$ cat config.mk
export PLATFORM = sky130hd
export DESIGN_NAME = exec_cluster
export DESIGN_NICKNAME = d
export VERILOG_FILES = /design/src/design/rv_isa_pkg.sv /design/src/design/exec_pkg.sv /design/src/design/alu_decoder.sv /design/src/design/main_decoder.sv /design/src/design/alu.sv /design/src/design/exec_lane.sv /design/src/design/lane_dispatch.sv /design/src/design/lane_collect.sv /design/src/design/exec_cluster.sv
export SDC_FILE = /design/constraint.sdc
export NUM_CORES = 1
export LEC_CHECK = 0
export BUFFER_PORTS_ARGS = -buffer_cell sky130_fd_sc_hd__buf_2
export CAP_MARGIN = 20
export CORE_AREA = 3 3 207 209
export DETAILED_ROUTE_END_ITERATION = 16
export DIE_AREA = 0 0 210 212
export PLACE_DENSITY_LB_ADDON = 0.15
export SETUP_SLACK_MARGIN = 0.05
export SLEW_MARGIN = 20
export SYNTH_ARGS = -nofsm -noshare
export SYNTH_HDL_FRONTEND = slang
export SYNTH_SLANG_ARGS = --single-unit
$ cat constraint.sdc
create_clock -name i_clk -period 7.94 [get_ports i_clk]
set_input_delay 1.588 -clock i_clk [delete_from_list [all_inputs] [get_ports i_clk]]
set_output_delay 1.588 -clock i_clk [all_outputs]
set_load 0.02 [all_outputs]
$ cat src/design/rv_isa_pkg.sv
package rv_isa_pkg;

    // ----------------------------------------
    // Major opcodes handled by the lanes.
    // ----------------------------------------
    localparam logic [6:0] OPC_R      = 7'b0110011; // Register-register ALU.
    localparam logic [6:0] OPC_I      = 7'b0010011; // Register-immediate ALU.
    localparam logic [6:0] OPC_LOAD   = 7'b0000011; // Loads, address only.
    localparam logic [6:0] OPC_STORE  = 7'b0100011; // Stores, address only.
    localparam logic [6:0] OPC_BRANCH = 7'b1100011; // Branch compare.

    // ALU control codes, as driven by the ALU decoder.
    typedef enum logic [3:0] {
        ALU_ADD  = 4'b0000,
        ALU_SUB  = 4'b0001,
        ALU_AND  = 4'b0010,
        ALU_OR   = 4'b0011,
        ALU_XOR  = 4'b0100,
        ALU_SLL  = 4'b0101,
        ALU_SLT  = 4'b0110,
        ALU_SLTU = 4'b0111,
        ALU_SRL  = 4'b1000,
        ALU_SRA  = 4'b1001
    } alu_ctrl_t;

    // Main decoder to ALU decoder. Bit 1 selects funct3 decode.
    typedef enum logic [1:0] {
        ALU_OP_MEM    = 2'b00, // Address add.
        ALU_OP_BRANCH = 2'b01, // Compare by subtract.
        ALU_OP_FUNCT  = 2'b10  // Decode by funct3.
    } alu_op_t;

    // Immediate form to extend.
    typedef enum logic [1:0] {
        IMM_NONE = 2'b00,
        IMM_I    = 2'b01,
        IMM_S    = 2'b10
    } imm_sel_t;

    // ----------------------------------------
    // Instruction word views.
    // ----------------------------------------
    typedef struct packed {
        logic [6:0] funct7; // Also I immediate [11:5].
        logic [4:0] rs2;    // Also I immediate [4:0].
        logic [4:0] rs1;
        logic [2:0] funct3;
        logic [4:0] rd;
        logic [6:0] opcode;
    } rv_r_fmt_t;

    typedef struct packed {
        logic [6:0] imm_hi; // S immediate [11:5].
        logic [4:0] rs2;
        logic [4:0] rs1;
        logic [2:0] funct3;
        logic [4:0] imm_lo; // S immediate [4:0].
        logic [6:0] opcode;
    } rv_s_fmt_t;

    // One word, two decodes.
    typedef union packed {
        rv_r_fmt_t r;
        rv_s_fmt_t s;
    } rv_instr_u;

endpackage

$ cat src/design/exec_pkg.sv
package exec_pkg;

    import rv_isa_pkg::*;

    // ----------------------------------------
    // Cluster transport.
    // ----------------------------------------
    localparam int TAG_W = 4; // Request tag width.

    // One request, 100 bits.
    typedef struct packed {
        logic [TAG_W-1:0] tag;     // Returned with the result.
        rv_instr_u        instr;   // Instruction word.
        logic [31:0]      rs1_val; // Source operand 1.
        logic [31:0]      rs2_val; // Source operand 2.
    } exec_req_t;

    // One response, 38 bits.
    typedef struct packed {
        logic [TAG_W-1:0] tag;     // Copied from the request.
        logic [31:0]      result;  // ALU result, zero when illegal.
        logic             zero;    // Result equals zero.
        logic             illegal; // Opcode not supported.
    } exec_rsp_t;

endpackage

$ cat src/design/alu_decoder.sv
`timescale 1ns/10ps

module alu_decoder
    import rv_isa_pkg::*;
(
    // Clock, used by the check only.
    input  logic       i_clk,

    // Decode inputs.
    input  alu_op_t    i_alu_op,
    input  logic [2:0] i_func_3,
    input  logic       i_func_7_5,
    input  logic       i_op_5,

    // Control output.
    output alu_ctrl_t  o_alu_control
);

    logic s_op_func_7; // Alternate function select.

    // Only R-type has opcode bit 5 set, so I-type never picks SUB or SRA.
    assign s_op_func_7 = i_op_5 & i_func_7_5;

    // ----------------------------------------
    // Control code select.
    // ----------------------------------------
    always_comb begin
        case (i_alu_op)
            ALU_OP_FUNCT: begin
                case (i_func_3)
                    3'b000:  o_alu_control = s_op_func_7 ? ALU_SUB : ALU_ADD;
                    3'b001:  o_alu_control = ALU_SLL;
                    3'b010:  o_alu_control = ALU_SLT;
                    3'b011:  o_alu_control = ALU_SLTU;
                    3'b100:  o_alu_control = ALU_XOR;
                    3'b101:  o_alu_control = s_op_func_7 ? ALU_SRA : ALU_SRL;
                    3'b110:  o_alu_control = ALU_OR;
                    default: o_alu_control = ALU_AND; // funct3 111.
                endcase
            end
            ALU_OP_BRANCH: o_alu_control = ALU_SUB; // Compare rs1 with rs2.
            default:       o_alu_control = ALU_ADD; // Load/store address.
        endcase
    end

    // Code must stay within the ten the ALU implements.
    property p_ctrl_in_range;
        @(posedge i_clk) !$isunknown(o_alu_control) |-> (o_alu_control <= ALU_SRA);
    endproperty

    a_ctrl_in_range: assert property (p_ctrl_in_range)
        else $error("alu_decoder: unused control code %b", o_alu_control);

endmodule

$ cat src/design/main_decoder.sv
`timescale 1ns/10ps

module main_decoder
    import rv_isa_pkg::*;
(
    // Opcode field.
    input  logic [6:0] i_opcode,

    // Decode outputs.
    output alu_op_t    o_alu_op,
    output imm_sel_t   o_imm_sel,
    output logic       o_use_imm,
    output logic       o_illegal
);

    // ----------------------------------------
    // Opcode class decode.
    // ----------------------------------------
    always_comb begin
        // Defaults match an unsupported opcode.
        o_alu_op  = ALU_OP_MEM;
        o_imm_sel = IMM_NONE;
        o_use_imm = 1'b0;
        o_illegal = 1'b0;

        case (i_opcode)
            OPC_R: begin
                o_alu_op  = ALU_OP_FUNCT; // B from rs2.
            end
            OPC_I: begin
                o_alu_op  = ALU_OP_FUNCT;
                o_imm_sel = IMM_I;
                o_use_imm = 1'b1;         // B from immediate.
            end
            OPC_LOAD: begin
                o_alu_op  = ALU_OP_MEM;   // rs1 + offset.
                o_imm_sel = IMM_I;
                o_use_imm = 1'b1;
            end
            OPC_STORE: begin
                o_alu_op  = ALU_OP_MEM;
                o_imm_sel = IMM_S;        // Split offset.
                o_use_imm = 1'b1;
            end
            OPC_BRANCH: begin
                o_alu_op  = ALU_OP_BRANCH; // rs1 - rs2.
            end
            default: begin
                o_illegal = 1'b1;
            end
        endcase
    end

endmodule

$ cat src/design/alu.sv
`timescale 1ns/10ps

module alu
    import rv_isa_pkg::*;
(
    // Operands and function.
    input  logic [31:0] i_a,
    input  logic [31:0] i_b,
    input  alu_ctrl_t   i_ctrl,

    // Result.
    output logic [31:0] o_result,
    output logic        o_zero
);

    logic [4:0] s_shamt; // Shift amount.

    assign s_shamt = i_b[4:0]; // Upper bits of B ignored for shifts.

    // ----------------------------------------
    // Function select.
    // ----------------------------------------
    always_comb begin
        case (i_ctrl)
            ALU_ADD:  o_result = i_a + i_b;
            ALU_SUB:  o_result = i_a - i_b;
            ALU_AND:  o_result = i_a & i_b;
            ALU_OR:   o_result = i_a | i_b;
            ALU_XOR:  o_result = i_a ^ i_b;
            ALU_SLL:  o_result = i_a << s_shamt;
            ALU_SLT:  o_result = {31'b0, $signed(i_a) < $signed(i_b)}; // Signed.
            ALU_SLTU: o_result = {31'b0, i_a < i_b};                   // Unsigned.
            ALU_SRL:  o_result = i_a >> s_shamt;
            ALU_SRA:  o_result = $unsigned($signed(i_a) >>> s_shamt);  // Sign fill.
            default:  o_result = 32'b0;
        endcase
    end

    // Branch equality comes from the SUB result.
    assign o_zero = (o_result == 32'b0);

endmodule

$ cat src/design/exec_lane.sv
`timescale 1ns/10ps

module exec_lane
    import rv_isa_pkg::*, exec_pkg::*;
(
    input  logic      i_clk,
    input  logic      i_arst_n,

    // Request side.
    input  logic      i_req_valid,
    input  exec_req_t i_req,
    output logic      o_req_ready,

    // Response side.
    output logic      o_rsp_valid,
    output exec_rsp_t o_rsp,
    input  logic      i_rsp_ready
);

    rv_instr_u   s_instr;            // Instruction view.
    alu_op_t     s_alu_op;
    imm_sel_t    s_imm_sel;
    logic        s_use_imm;
    logic        s_illegal;
    alu_ctrl_t   s_alu_ctrl;
    logic [31:0] s_imm_i, s_imm_s;   // Extended immediates.
    logic [31:0] s_imm, s_opnd_b;
    logic [31:0] s_result;
    logic        s_zero;
    logic        s_accept;           // Request taken this edge.

    assign s_instr = i_req.instr;

    // ----------------------------------------
    // Immediates and operand B.
    // ----------------------------------------
    assign s_imm_i = {{20{s_instr.r.funct7[6]}}, s_instr.r.funct7, s_instr.r.rs2};
    assign s_imm_s = {{20{s_instr.s.imm_hi[6]}}, s_instr.s.imm_hi, s_instr.s.imm_lo};

    assign s_imm    = (s_imm_sel == IMM_I) ? s_imm_i :
                      (s_imm_sel == IMM_S) ? s_imm_s : 32'b0;
    assign s_opnd_b = s_use_imm ? s_imm : i_req.rs2_val;

    main_decoder u_main_decoder (
        .i_opcode  ( s_instr.r.opcode ),
        .o_alu_op  ( s_alu_op         ),
        .o_imm_sel ( s_imm_sel        ),
        .o_use_imm ( s_use_imm        ),
        .o_illegal ( s_illegal        )
    );

    alu_decoder u_alu_decoder (
        .i_clk         ( i_clk                 ),
        .i_alu_op      ( s_alu_op              ),
        .i_func_3      ( s_instr.r.funct3      ),
        .i_func_7_5    ( s_instr.r.funct7[5]   ),
        .i_op_5        ( s_instr.r.opcode[5]   ),
        .o_alu_control ( s_alu_ctrl            )
    );

    alu u_alu (
        .i_a      ( i_req.rs1_val ),
        .i_b      ( s_opnd_b      ),
        .i_ctrl   ( s_alu_ctrl    ),
        .o_result ( s_result      ),
        .o_zero   ( s_zero        )
    );

    // ----------------------------------------
    // One-entry output register.
    // ----------------------------------------
    assign o_req_ready = !o_rsp_valid || i_rsp_ready; // Empty or draining.
    assign s_accept    = i_req_valid && o_req_ready;

    always_ff @(posedge i_clk or negedge i_arst_n) begin
        if (!i_arst_n)        o_rsp_valid <= 1'b0;
        else if (s_accept)    o_rsp_valid <= 1'b1;
        else if (i_rsp_ready) o_rsp_valid <= 1'b0; // Drained.
    end

    always_ff @(posedge i_clk) begin
        if (s_accept) begin
            o_rsp.tag     <= i_req.tag;
            o_rsp.result  <= s_illegal ? 32'b0 : s_result; // Forced clear.
            o_rsp.zero    <= s_illegal ? 1'b0  : s_zero;
            o_rsp.illegal <= s_illegal;
        end
    end

    // Held response must not change until taken.
    a_rsp_hold: assert property (@(posedge i_clk) disable iff (!i_arst_n)
        o_rsp_valid && !i_rsp_ready |=> o_rsp_valid && $stable(o_rsp))
        else $error("exec_lane: response changed while stalled");

endmodule

$ cat src/design/lane_dispatch.sv
`timescale 1ns/10ps

module lane_dispatch
    import exec_pkg::*;
#(
    parameter int N_LANES = 4
) (
    input  logic               i_clk,
    input  logic               i_arst_n,

    // Incoming requests.
    input  logic               i_req_valid,
    input  exec_req_t          i_req,
    output logic               o_req_ready,

    // Per-lane requests.
    output logic [N_LANES-1:0] o_lane_valid,
    output exec_req_t          o_lane_req [N_LANES],
    input  logic [N_LANES-1:0] i_lane_ready
);

    localparam int PTR_W = $clog2(N_LANES);

    logic [PTR_W-1:0] s_ptr; // Lane that takes the next request.

    // Payload fans out, only the pointed lane sees valid.
    always_comb begin
        o_lane_valid        = '0;
        o_lane_valid[s_ptr] = i_req_valid;
        for (int i = 0; i < N_LANES; i++) o_lane_req[i] = i_req;
    end

    assign o_req_ready = i_lane_ready[s_ptr];

    // Advance with wrap on each transfer.
    always_ff @(posedge i_clk or negedge i_arst_n) begin
        if (!i_arst_n) begin
            s_ptr <= '0;
        end else if (i_req_valid && o_req_ready) begin
            s_ptr <= (s_ptr == PTR_W'(N_LANES - 1)) ? '0 : s_ptr + 1'b1;
        end
    end

    a_one_lane: assert property (@(posedge i_clk) disable iff (!i_arst_n)
        $onehot0(o_lane_valid))
        else $error("lane_dispatch: more than one lane valid");

endmodule

$ cat src/design/lane_collect.sv
`timescale 1ns/10ps

module lane_collect
    import exec_pkg::*;
#(
    parameter int N_LANES = 4
) (
    input  logic               i_clk,
    input  logic               i_arst_n,

    // Per-lane responses.
    input  logic [N_LANES-1:0] i_lane_valid,
    input  exec_rsp_t          i_lane_rsp [N_LANES],
    output logic [N_LANES-1:0] o_lane_ready,

    // Outgoing responses.
    output logic               o_rsp_valid,
    output exec_rsp_t          o_rsp,
    input  logic               i_rsp_ready
);

    localparam int PTR_W = $clog2(N_LANES);

    logic [PTR_W-1:0] s_ptr; // Lane drained next, tracks dispatch order.

    // ----------------------------------------
    // Output mux and ready steering.
    // ----------------------------------------
    assign o_rsp_valid = i_lane_valid[s_ptr];
    assign o_rsp       = i_lane_rsp[s_ptr];

    always_comb begin
        o_lane_ready        = '0;
        o_lane_ready[s_ptr] = i_rsp_ready; // Other lanes hold.
    end

    always_ff @(posedge i_clk or negedge i_arst_n) begin
        if (!i_arst_n) begin
            s_ptr <= '0;
        end else if (o_rsp_valid && i_rsp_ready) begin
            s_ptr <= (s_ptr == PTR_W'(N_LANES - 1)) ? '0 : s_ptr + 1'b1;
        end
    end

endmodule

$ cat src/design/exec_cluster.sv
`timescale 1ns/10ps

module exec_cluster
    import exec_pkg::*;
#(
    parameter int N_LANES = 4
) (
    input  logic      i_clk,
    input  logic      i_arst_n,

    input  logic      i_req_valid,
    input  exec_req_t i_req,
    output logic      o_req_ready,

    output logic      o_rsp_valid,
    output exec_rsp_t o_rsp,
    input  logic      i_rsp_ready
);

    logic [N_LANES-1:0] s_req_valid, s_req_ready; // Dispatch to lanes.
    exec_req_t          s_req [N_LANES];
    logic [N_LANES-1:0] s_rsp_valid, s_rsp_ready; // Lanes to collect.
    exec_rsp_t          s_rsp [N_LANES];

    lane_dispatch #(.N_LANES(N_LANES)) u_dispatch (
        .i_clk        ( i_clk       ),
        .i_arst_n     ( i_arst_n    ),
        .i_req_valid  ( i_req_valid ),
        .i_req        ( i_req       ),
        .o_req_ready  ( o_req_ready ),
        .o_lane_valid ( s_req_valid ),
        .o_lane_req   ( s_req       ),
        .i_lane_ready ( s_req_ready )
    );

    for (genvar i = 0; i < N_LANES; i++) begin : g_lane
        exec_lane u_lane (
            .i_clk       ( i_clk          ),
            .i_arst_n    ( i_arst_n       ),
            .i_req_valid ( s_req_valid[i] ),
            .i_req       ( s_req[i]       ),
            .o_req_ready ( s_req_ready[i] ),
            .o_rsp_valid ( s_rsp_valid[i] ),
            .o_rsp       ( s_rsp[i]       ),
            .i_rsp_ready ( s_rsp_ready[i] )
        );
    end

    lane_collect #(.N_LANES(N_LANES)) u_collect (
        .i_clk        ( i_clk       ),
        .i_arst_n     ( i_arst_n    ),
        .i_lane_valid ( s_rsp_valid ),
        .i_lane_rsp   ( s_rsp       ),
        .o_lane_ready ( s_rsp_ready ),
        .o_rsp_valid  ( o_rsp_valid ),
        .o_rsp        ( o_rsp       ),
        .i_rsp_ready  ( i_rsp_ready )
    );

endmodule

==> impl_metrics.ini <==
[run_status]
status = finished, final reports clean

[detailed_routing]
first_iter_violations = 1985
drtPass1Iterations = 8
viasPerCell = 6.69
vias = 17500
drc = 0
post_drt_wl_per_cell_um = 30.5
drt-met1-wl_um = 32100
drtAntennaViolNets = 0
routed.top_layer = met4
met3_length_um = 7070
met2_length_um = 35400
wirelength_um = 79700

[synthesis]
synth_adder_area_share = 0.0845
async_flop_share = 0.0500
synth_top_area_cell = edfxtp_1
synth_edf_count = 152
ys_top_cells_by_area = edfxtp_1 (28%), ha_1 (8.3%), mux4_2 (5.6%)
yosys_warnings = 0
synthSimpleGateAreaFrac = 0.188
syn_inst = 1953
syn-num-nets = 2167
avgSynthCellArea_um2 = 8.38
ys_seq_area_frac = 0.291
ys_seq_elements = 160
synth_xor_area_frac = 0.0144
yosysMostFrequentCell = a21oi_1
synthesis.area_um2 = 16400
synth_top_family_by_area = compound AO/OA/AOI/OAI gates
synthTopCellsByCount = a21oi_1 (176), nand2_1 (175), nor2_1 (161)
synthMuxAreaShare = 0.0750
synth_ff_type = edfxtp_1
synth_compound_area_frac = 0.283
synth_top_area_frac = 0.279
synth.distinct_cells = 92

[worst_setup_path]
max_stage_delay_ns = 0.68
crit_fanout = 13
rr_endpoint = g_lane[3].u_lane.o_rsp[33]
cpMostUsedCell = buf_4
crit_chain = buf_2 -> nand4bb_1 -> buf_4 -> nor3_1 -> a221oi_4 -> ha_1 -> and2_1 -> nand3_1 -> a211oi_1 -> nor4_1 -> o31ai_1 -> nand4_1 -> a2111oi_0 -> buf_4 -> nand4b_1 -> nor4_1 -> buf_4 -> nand4_1 -> nor4_1 -> buf_4 -> nand4_1 -> nor4_2
r2r_start = u_collect.s_ptr[0]
cp.required_ns = 8.14
crit_slowest_cell = a2111oi_0
cp-start-kind = input pin
path_class = in2reg
reg2reg_depth = 5
r2r_setup_slack_ns = 4.86
critPathArrivalTime_ns = 7.31
crit_path_end_kind = flop

[min_path]
hp-class = reg2reg
hold_start = g_lane[2].u_lane.o_rsp_valid
holdPathStages = 2
min_to = g_lane[2].u_lane.o_rsp_valid

[timing]
fin_crit_sh = 0.895
clock.fmax_ghz = 0.141
skew_ns = 0.0101
final_max_slew_viol_count = 0
rsz0062_at_grt = no
period_needed_ns = 7.11
slew_headroom = 0.224
setup_tns_ns = 0
hold_violations = 0
setup_viol = 0
worst_pin_slew_ns = 1.16

[placed_design]
place.gp.congestion = 1.04
dp_hpwl_um = 62400
dp_cells = 2583
portBuffers = 138

[pwr]
p_per_area_nw_per_um2 = 202
p_leak_nw = 7.35
ir_drop_mv = 0.193
p_total_w = 0.00375

[clock_tree]
cts_resized = 0
cts_buffer_depth = 2
cts_sinks = 160
clkTransAtPathRegs_ns = 0.06
numCtsBuffers = 17
cts.htree.levels = 4
cts_setup_buffers = 0
cts_tree = built
ctsHoldBuffers = 0
clock_latency_ns = 0.42
cts-root-buf = clkbuf_16

[final_layout]
nFillCells = 4137
seqCellArea_um2 = 4770
multiInputGateArea_um2 = 10700
stdcell_count = 2616
drive_gt1_frac = 0.175
final_nets = 2284
syn2layout_area_growth_pct = 13.4

[grt]
grt_pass1_wl_um = 115000
grt_use_total = 0.350
grt_pass1_vias = 16700
grt_max_degree = 75
grt_overflow_total = 0
antenna_found_initial = 0

[floorplan]
dieArea_um2 = 44500
start_util = 0.399
pin_count = 144
die_w_um = 210
row_count = 74
die_h_um = 212
fp.coreArea_um2 = 41000

[flow_run]
drv_cap = 0
[per-layer routing]
metal,track usage,vias to the layer above
met5,0,-
li1,-,7696
met3,0.0518,214
met2,0.551,1068
met4,0.195,0
met1,0.465,8520
[per-stage QoR]
step / util / area (um^2) / setup slack, ns / hold slack (ns)
5_1_grt: 0.453 / 18600 / 0.218 / 0.609
6_report: 0.453 / 18600 / 0.831 / 0.576
3_3_place_gp: 0.438 / 18000 / 0.532 / 0.549
2_1_floorplan: - / 16400 / 0.769 / 0.469
3_5_place_dp: 0.438 / 18000 / 0.460 / 0.565
4_1_cts: 0.453 / 18600 / 0.900 / 0.579
[flip-flops by register name (all words and copies together) (netlist names)]
name                       count
u_collect.s_ptr                2
g_lane.u_lane.o_rsp          152
g_lane.u_lane.o_rsp_valid      4
u_dispatch.s_ptr               2
[final cells by class]
cell class	instances	share of cell area
diodes	1	0.000135
clock buffers	19	0.0233
clock inverters	13	0.00997
inverters	112	0.0228
multi-input cells	1543	0.573
flip-flops and latches	160	0.257
well taps	532	0.0358
repair buffers	236	0.0780
[where the power goes]
part	internal, W	switching [W]	leakage (nW)
Combinational	0.000642	0.00109	5.54
Clock	0.000526	0.000311	0.288
Sequential	0.00107	0.000116	1.53
[logic make-up after synthesis]
| family | Yosys count |
|---|---|
| compound gates | 689 |
| xor+xnor | 27 |
| flops | 160 |
| buf+inv | 250 |
| simple gates | 647 |
| mux | 70 |
| fa+ha+maj | 110 |
[worst max-delay path, delay by kind of cell]
| family | cells | cell delay (ns) |
|---|---|---|
| and+or+nand+nor | 12 | 2.30 |
| AOI/OAI and AO/OA | 4 | 1.96 |
| buffers and inverters | 5 | 0.89 |
| adders and majority gates | 1 | 0.57 |
[placed cells by master (no fill, tap or decap), drive strengths merged, types with 25 or more instances in the layout]
cell type  instances
o211ai            39
a211oi            44
edfxtp           152
o21ai            123
o22ai             36
mux4              41
a21oi            178
nor3              74
nor2b             25
ha               109
inv              110
nor2             164
nand3             93
buf              236
a21o              44
nand2            177
o31ai             26
[worst max-delay path by stage]
stage | start | endpoint | slack [ns] | cells past startpoint
floorplan | i_req[66] | g_lane[0].u_lane.o_rsp[1] | 0.77 | 23
global placement | i_req[66] | g_lane[0].u_lane.o_rsp[1] | 0.53 | 22
detailed placement | i_req[66] | g_lane[3].u_lane.o_rsp[1] | 0.46 | 22
CTS | i_req[66] | g_lane[0].u_lane.o_rsp[1] | 0.90 | 22
global route | i_req[66] | g_lane[0].u_lane.o_rsp[1] | 0.22 | 22
finish | i_req[66] | g_lane[0].u_lane.o_rsp[1] | 0.83 | 22
Power figures use the tool's default switching activity.
